<file path="config.mk">
export PLATFORM = sky130hd
export DESIGN_NAME = fabric_top
export DESIGN_NICKNAME = d
export VERILOG_FILES = /design/src/hw/ghrd_pkg.sv /design/src/hw/key_debounce.sv /design/src/hw/reset_pulse_gen.sv /design/src/hw/heartbeat_led.sv /design/src/hw/fabric_top.sv
export SDC_FILE = /design/constraint.sdc
export NUM_CORES = 1
export LEC_CHECK = 0
export BUFFER_PORTS_ARGS = -buffer_cell sky130_fd_sc_hd__buf_2
export CAP_MARGIN = 25
export CORE_ASPECT_RATIO = 0.6
export CORE_MARGIN = 3
export CORE_UTILIZATION = 32
export CTS_BUF_LIST = sky130_fd_sc_hd__clkbuf_16
export DETAILED_ROUTE_END_ITERATION = 10
export PLACE_DENSITY_LB_ADDON = 0.2
export SKIP_CTS_REPAIR_TIMING = 1
export SLEW_MARGIN = 20
export SYNTH_ARGS = -nofsm -noshare
export SYNTH_HDL_FRONTEND = slang
export SYNTH_SLANG_ARGS = --single-unit
</file>
<file path="constraint.sdc">
create_clock -name fpga_clk_50 -period 5.21 [get_ports fpga_clk_50]
set_clock_uncertainty 0.15 [all_clocks]
set_input_delay 0.521 -clock fpga_clk_50 [delete_from_list [all_inputs] [get_ports fpga_clk_50]]
set_output_delay 0.521 -clock fpga_clk_50 [all_outputs]
set_load 0.02 [all_outputs]
</file>
<file path="src/hw/ghrd_pkg.sv">
// shared widths, timing defaults and types for the fabric logic
// timing constants assume a 50 MHz fpga_clk_50
// keys are active low everywhere, 0 means pressed
// hps_reset_req_t bit order follows reset_kind_e, cold in bit 0

package ghrd_pkg;

  // ==========================================================================
  // board widths
  // ==========================================================================
  localparam int unsigned num_keys     = 4;
  localparam int unsigned num_switches = 10;

  // ==========================================================================
  // timing defaults
  // ==========================================================================
  localparam int unsigned default_debounce_cycles = 50_000;  // 1 ms at 50 MHz
  localparam int unsigned debounce_count_width    = 16;      // holds debounce_cycles

  localparam int unsigned default_heartbeat_half_period = 25_000_000;  // 0.5 s

  // request pulse lengths seen by the HPS reset manager
  localparam int unsigned cold_pulse_cycles  = 6;
  localparam int unsigned warm_pulse_cycles  = 2;
  localparam int unsigned debug_pulse_cycles = 32;

  // ==========================================================================
  // types
  // ==========================================================================

  // one bit per push key, 0 = pressed
  typedef logic [num_keys-1:0] key_vec_t;

  // reset request kinds, value is the bit position in hps_reset_req_t
  typedef enum logic [1:0] {
    reset_cold  = 2'd0,
    reset_warm  = 2'd1,
    reset_debug = 2'd2
  } reset_kind_e;

  // three reset requests
  // used both as raw active-high input and as active-low output
  typedef struct packed {
    logic debug;  // bit 2
    logic warm;   // bit 1
    logic cold;   // bit 0
  } hps_reset_req_t;

  // event word for the STM trace input, 14 bits
  typedef struct packed {
    logic [num_switches-1:0] switches;  // upper field
    key_vec_t                keys;      // debounced, active low
  } stm_event_t;

endpackage

</file>
<file path="src/hw/key_debounce.sv">
// debounces num_keys push keys and keeps their active-low polarity
// inputs pass a two-flop synchronizer first, so key may be asynchronous
// debounce_cycles must lie in 1 .. 2**debounce_count_width
// a new level shows up debounce_cycles+2 clock edges after it reaches the pin
// pulses shorter than debounce_cycles never reach debounced_key

`timescale 1ns/1ps

module key_debounce #(
  parameter int unsigned debounce_cycles = ghrd_pkg::default_debounce_cycles
) (
  input  logic               fpga_clk_50,
  input  logic               hps_fpga_reset_n,
  input  ghrd_pkg::key_vec_t key,
  output ghrd_pkg::key_vec_t debounced_key
);

  import ghrd_pkg::*;

  // last count before the held level flips
  localparam logic [debounce_count_width-1:0] count_last =
    debounce_count_width'(debounce_cycles - 1);

  // ==========================================================================
  // synchronizer
  // ==========================================================================
  key_vec_t key_meta;  // first stage that may go metastable
  key_vec_t key_sync;  // safe to use
  key_vec_t key_held;  // accepted level

  // per-key counter of cycles where sync level differs from held level
  logic [debounce_count_width-1:0] diff_cnt [num_keys];

  always_ff @(posedge fpga_clk_50 or negedge hps_fpga_reset_n)
  begin
    if (!hps_fpga_reset_n)
    begin
      key_meta <= '1;  // released
      key_sync <= '1;
    end
    else
    begin
      key_meta <= key;
      key_sync <= key_meta;
    end
  end

  // ==========================================================================
  // stability counters
  // ==========================================================================
  always_ff @(posedge fpga_clk_50 or negedge hps_fpga_reset_n)
  begin
    if (!hps_fpga_reset_n)
    begin
      key_held <= '1;
      for (int i = 0; i < num_keys; i++)
      begin
        diff_cnt[i] <= '0;
      end
    end
    else
    begin
      for (int i = 0; i < num_keys; i++)
      begin
        if (key_sync[i] == key_held[i])
        begin
          // back at the held level so any partial count is dropped
          diff_cnt[i] <= '0;
        end
        else if (diff_cnt[i] == count_last)
        begin
          key_held[i] <= key_sync[i];  // stable long enough
          diff_cnt[i] <= '0;
        end
        else
        begin
          diff_cnt[i] <= diff_cnt[i] + 1'b1;
        end
      end
    end
  end

  assign debounced_key = key_held;

endmodule

</file>
<file path="src/hw/reset_pulse_gen.sv">
// turns a rising edge on req_in into a pulse of pulse_cycles cycles
// one instance per reset_kind_e request (cold, warm, debug)
// req_in must already be synchronous to fpga_clk_50
// edges during a running pulse are dropped, the pulse is never restarted
// a request already high when reset releases gives no pulse

`timescale 1ns/1ps

module reset_pulse_gen #(
  parameter int unsigned pulse_cycles = ghrd_pkg::cold_pulse_cycles
) (
  input  logic fpga_clk_50,
  input  logic hps_fpga_reset_n,
  input  logic req_in,
  output logic pulse
);

  // counter must hold pulse_cycles itself
  localparam int unsigned count_width = $clog2(pulse_cycles + 1);
  localparam logic [count_width-1:0] count_load = count_width'(pulse_cycles);

  // ==========================================================================
  // edge detect
  // ==========================================================================
  logic                   req_d;      // req_in one cycle ago
  logic                   req_rise;
  logic [count_width-1:0] pulse_cnt;  // remaining pulse cycles

  always_ff @(posedge fpga_clk_50 or negedge hps_fpga_reset_n)
  begin
    if (!hps_fpga_reset_n)
    begin
      req_d <= 1'b1;  // a level held through reset is not an edge
    end
    else
    begin
      req_d <= req_in;
    end
  end

  assign req_rise = req_in & ~req_d;

  // ==========================================================================
  // pulse stretcher
  // ==========================================================================

  // load only from idle, so a busy counter ignores new edges
  always_ff @(posedge fpga_clk_50 or negedge hps_fpga_reset_n)
  begin
    if (!hps_fpga_reset_n)
    begin
      pulse_cnt <= '0;
    end
    else if (pulse_cnt != '0)
    begin
      pulse_cnt <= pulse_cnt - 1'b1;  // running
    end
    else if (req_rise)
    begin
      pulse_cnt <= count_load;        // start, high from next cycle
    end
  end

  // high exactly pulse_cycles cycles per accepted edge
  assign pulse = (pulse_cnt != '0);

endmodule

</file>
<file path="src/hw/heartbeat_led.sv">
// free-running heartbeat for an LED
// led_level starts at 0 and toggles every heartbeat_half_period cycles
// heartbeat_half_period must be at least 1

`timescale 1ns/1ps

module heartbeat_led #(
  parameter int unsigned heartbeat_half_period = ghrd_pkg::default_heartbeat_half_period
) (
  input  logic fpga_clk_50,
  input  logic hps_fpga_reset_n,
  output logic led_level
);

  localparam int unsigned count_width = $clog2(heartbeat_half_period + 1);
  localparam logic [count_width-1:0] count_wrap =
    count_width'(heartbeat_half_period - 1);

  logic [count_width-1:0] half_cnt;  // cycles into current half period

  // wrap counter, flips the LED on each wrap
  always_ff @(posedge fpga_clk_50 or negedge hps_fpga_reset_n)
  begin
    if (!hps_fpga_reset_n)
    begin
      half_cnt  <= '0;
      led_level <= 1'b0;
    end
    else if (half_cnt == count_wrap)
    begin
      half_cnt  <= '0;
      led_level <= ~led_level;  // first flip heartbeat_half_period cycles after reset
    end
    else
    begin
      half_cnt <= half_cnt + 1'b1;
    end
  end

endmodule

</file>
<file path="src/hw/fabric_top.sv">
// fabric logic beside the HPS on the board top level
// all logic on fpga_clk_50, async active-low reset from the HPS
// key is asynchronous and gets synchronized in key_debounce
// sw and hps_reset_req are taken as synchronous to fpga_clk_50
// hps_reset_req_n fields are active low, high while idle

`timescale 1ns/1ps

module fabric_top #(
  parameter int unsigned debounce_cycles       = ghrd_pkg::default_debounce_cycles,
  parameter int unsigned heartbeat_half_period = ghrd_pkg::default_heartbeat_half_period
) (
  input  logic                              fpga_clk_50,
  input  logic                              hps_fpga_reset_n,
  input  ghrd_pkg::key_vec_t                key,
  input  logic [ghrd_pkg::num_switches-1:0] sw,
  input  ghrd_pkg::hps_reset_req_t          hps_reset_req,
  output ghrd_pkg::key_vec_t                key_clean,
  output ghrd_pkg::hps_reset_req_t          hps_reset_req_n,
  output logic                              ledr_heartbeat,
  output ghrd_pkg::stm_event_t              stm_hw_events
);

  import ghrd_pkg::*;

  key_vec_t key_db;       // debounced keys, 0 = pressed
  logic     cold_pulse;   // active-high request pulses
  logic     warm_pulse;
  logic     debug_pulse;

  // ==========================================================================
  // keys
  // ==========================================================================
  key_debounce #(
    .debounce_cycles (debounce_cycles)
  ) key_debounce_inst (
    .fpga_clk_50      (fpga_clk_50),
    .hps_fpga_reset_n (hps_fpga_reset_n),
    .key              (key),
    .debounced_key    (key_db)
  );

  assign key_clean = key_db;

  // ==========================================================================
  // HPS reset requests
  // ==========================================================================
  reset_pulse_gen #(
    .pulse_cycles (cold_pulse_cycles)
  ) cold_pulse_inst (
    .fpga_clk_50      (fpga_clk_50),
    .hps_fpga_reset_n (hps_fpga_reset_n),
    .req_in           (hps_reset_req.cold),
    .pulse            (cold_pulse)
  );

  reset_pulse_gen #(
    .pulse_cycles (warm_pulse_cycles)
  ) warm_pulse_inst (
    .fpga_clk_50      (fpga_clk_50),
    .hps_fpga_reset_n (hps_fpga_reset_n),
    .req_in           (hps_reset_req.warm),
    .pulse            (warm_pulse)
  );

  reset_pulse_gen #(
    .pulse_cycles (debug_pulse_cycles)
  ) debug_pulse_inst (
    .fpga_clk_50      (fpga_clk_50),
    .hps_fpga_reset_n (hps_fpga_reset_n),
    .req_in           (hps_reset_req.debug),
    .pulse            (debug_pulse)
  );

  // reset manager inputs are active low
  assign hps_reset_req_n = '{cold: ~cold_pulse, warm: ~warm_pulse, debug: ~debug_pulse};

  // ==========================================================================
  // heartbeat
  // ==========================================================================
  heartbeat_led #(
    .heartbeat_half_period (heartbeat_half_period)
  ) heartbeat_led_inst (
    .fpga_clk_50      (fpga_clk_50),
    .hps_fpga_reset_n (hps_fpga_reset_n),
    .led_level        (ledr_heartbeat)
  );

  // ==========================================================================
  // STM event word
  // ==========================================================================

  // one register stage, switches and keys land together
  always_ff @(posedge fpga_clk_50 or negedge hps_fpga_reset_n)
  begin
    if (!hps_fpga_reset_n)
    begin
      stm_hw_events <= '0;
    end
    else
    begin
      stm_hw_events <= '{switches: sw, keys: key_db};
    end
  end

endmodule

</file>
==> results_dict.tcl <==
set metrics [dict create \
    firstDrtPassIters 4 \
    synth_largest_type_area_fraction 0.514 \
    syn_area_um2 5600 \
    num_vias 3692 \
    critPathBufInv 2 \
    fin_crit_ns 2.58 \
    dpl_worst_slack_ns 2.73 \
    placed_wire_length_estimate_mm 7.13 \
    layout-drive-gt1-share 0.154 \
    wire_length_of_the_first_global_routing_pass_mm 18.4 \
    net-switching-power_uw 603 \
    post_synth_num_cell_types 35 \
    power.internal_mw 1.91 \
    numCtsBuffers 17 \
    largest_buffer_count_on_any_clock_path 2 \
    grt_usage 0.120 \
    fp.dieW_um 177 \
    pin_count_of_the_biggest_net_entering_global_routing 74 \
    worst_pin_slew_ns 0.792 \
    run_status "finished, final reports clean" \
    timing.setup.tns_ns 0 \
    grt_pass1_vias 3702 \
    final_nets 609 \
    power_per_cell_area_nw_per_um2 377 \
    setup_viol 0 \
    floorplan.die_area_um2 19200 \
    num_antenna_cells 0 \
    core_area_um2 16700 \
    timing_max_transition_violations_final 0 \
    synth.yosys.seq_area_share 0.584 \
    total_power_consumption_mw 2.52 \
    power_switching_share 0.239 \
    final_antenna_net_count 0 \
    finalWorstSetupSlack_ns 2.63 \
    power.clock.fraction 0.462 \
    yosys_register_bits 130 \
    p_leak_nw 3.02 \
    synthArstFlopShare 1.00 \
    number_of_antenna_violations_at_the_first_check_in_global_routing 0 \
    critical_path.most_common_cell "nor2b_1" \
    postSynthNetCount 556 \
    clock_sink_count 130 \
    arrival_ns 1.90 \
    synth_top_cells_by_area "dfrtp_1, dfstp_2, xnor2_1, nor2_1, xor2_1" \
    growth_of_design_area_from_synthesis_to_finish_pct 19.2 \
    postPlaceCellArea_um2 6060 \
    final_period_util 0.494 \
    drt_first_iter_violations 246 \
    hold_wc_path_type "in2reg" \
    critPathRequiredTime_ns 4.54 \
    top_fanout_value_on_the_critical_path 7 \
    start_util 0.336 \
    buffer_ports.inserted 40 \
    htree_levels 4 \
    vias_per_inst 4.50 \
    cell_area_after_layout_um2 6680 \
    power_frac_comb 0.092 \
    cts_tree "yes" \
    cap_violations 0 \
    path_delay_family "simple AND/OR/NAND/NOR gates" \
    clk_latency_ns 0.41 \
    ys_warn_count 0 \
    drt-total-wl_mm 10.4 \
    critical-path-slowest-cell "dfrtp_1" \
    placement_rows 36 \
    timing.critical_path.from_type "flop" \
    crit_path_end_kind "output pin" \
    critical-path-max-stage-delay_ns 0.42 \
    drc_errors 0 \
    path_class "reg2out" \
    fmaxAchievable_mhz 388 \
    yosys_most_used_dff "dfrtp_1" \
    relSlewSlack 0.467 \
    hold-worst-slack_ns 0.0645 \
    syn-mean-instance-area_um2 10.6 \
    gp_congestion 0.779 \
    synth_largest_area_cell "dfrtp_1" \
    ctsRootBufferMaster "clkbuf_16" \
    route.detailed.wl_per_inst_um 12.6 \
    io-pin-count 41 \
    sequence_of_cells_on_the_critical_path "inv_1, ha_1, nor2b_1, nor2b_1, buf_2" \
    synthesis.instances 526 \
    unrepaired_setup_endpoints_after_global_routing "false" \
    irDropWorstVdd_mv 0.175 \
    die_height_um 108 \
    globalRoute.totalOverflow 0 \
    synth_edf_count 0 \
    seq_power_share 0.445 \
    hold_violations 0 \
    clk_pin_slew_worst_paths_ns 0.06 \
    post-synth-top-count-cell "dfrtp_1" \
    top_cells_by_instance_count_after_synthesis "dfrtp_1, nor2_1, xnor2_1" \
]
## layout make-up
class                   instances  area (um^2)
repair buffers                 44          255
flip-flops and latches        130         3270
clock inverters                15          154
clock buffers                  17          425
multi-input cells             367         2210
fillers                      1668         9990
well taps                     228          285
inverters                      19         71.3
## sequential cells by signal, summed over array words and instances, names as in the netlist
name                             cells
cold_pulse_inst.pulse_cnt            3
cold_pulse_inst.req_d                1
debug_pulse_inst.pulse_cnt           6
debug_pulse_inst.req_d               1
heartbeat_led_inst.half_cnt         25
heartbeat_led_inst.led_level         1
key_debounce_inst.debounced_key      4
key_debounce_inst.diff_cnt          64
key_debounce_inst.key_meta           4
key_debounce_inst.key_sync           4
stm_hw_events                       14
warm_pulse_inst.pulse_cnt            2
warm_pulse_inst.req_d                1
## final timing paths
kind                                                           start                                        end  slack [ns]  cells after the start
max in group asynchronous                           hps_fpga_reset_n   key_debounce_inst.diff_cnt[23]$_DFF_PN0_        3.77                      3
hold reg to reg              key_debounce_inst.key_meta[1]$_DFF_PN1_    key_debounce_inst.key_sync[1]$_DFF_PN1_        0.20                      0
setup reg to reg           heartbeat_led_inst.half_cnt[15]$_DFF_PN0_  heartbeat_led_inst.half_cnt[22]$_DFF_PN0_        2.79                      5
hold / removal                                                key[0]    key_debounce_inst.key_meta[0]$_DFF_PN1_        0.06                      1
setup / recovery           debug_pulse_inst.pulse_cnt[0]$_DFFE_PN0P_                         hps_reset_req_n[2]        2.63                      5
min in group asynchronous                           hps_fpga_reset_n   key_debounce_inst.diff_cnt[34]$_DFF_PN0_        0.49                      3
## layout by cell type (no fill, tap or decap), drive strengths merged, types with 2 or more instances in the layout
cell / instances
buf: 43
dfstp: 15
and3: 19
nor2: 98
xor2: 37
dfrtp: 115
nand2: 34
nor4: 7
nand3b: 3
xnor2: 44
nand3: 38
a21oi: 3
nor3: 19
inv: 23
mux2: 4
o21ai: 8
clkbuf: 17
o31ai: 2
nor4b: 2
nand4: 18
bufinv: 3
nor2b: 5
ha: 11
or2: 2
clkinv: 7
and4: 3
## metrics by stage
stage / utilization / cells
finish: 0.401 / 820
global route: 0.401 / 820
CTS: 0.398 / 818
detailed placement: 0.364 / 786
global placement: 0.364 / 786
floorplan: - / 526
## per-layer routing
layer,wire length (um),GRT usage,part of all wire
met4,110,0.0476,0.011
met5,0,0,0
met3,455,0.0333,0.044
met1,5690,0.179,0.55
met2,4110,0.164,0.40
## power by group through the flow
stage / clock (mW) / sequential, mW / combinational, mW
floorplan: 0 / 1.13 / 0.162
detailed placement: 0 / 1.14 / 0.236
global route: 1.25 / 1.13 / 0.275
global placement: 0 / 1.14 / 0.226
finish: 1.16 / 1.12 / 0.232
CTS: 1.20 / 1.12 / 0.236
## logic make-up after synthesis
logic type	synth area share
AO/OA/AOI/OAI	0.0194
AND/OR/NAND/NOR	0.215
buffers and inverters	0.0206
multiplexers	0.00983
XOR/XNOR	0.127
flip-flops	0.584
adder cells (fa/ha/maj)	0.0246
Note: power is estimated with default switching activity, not from simulation.
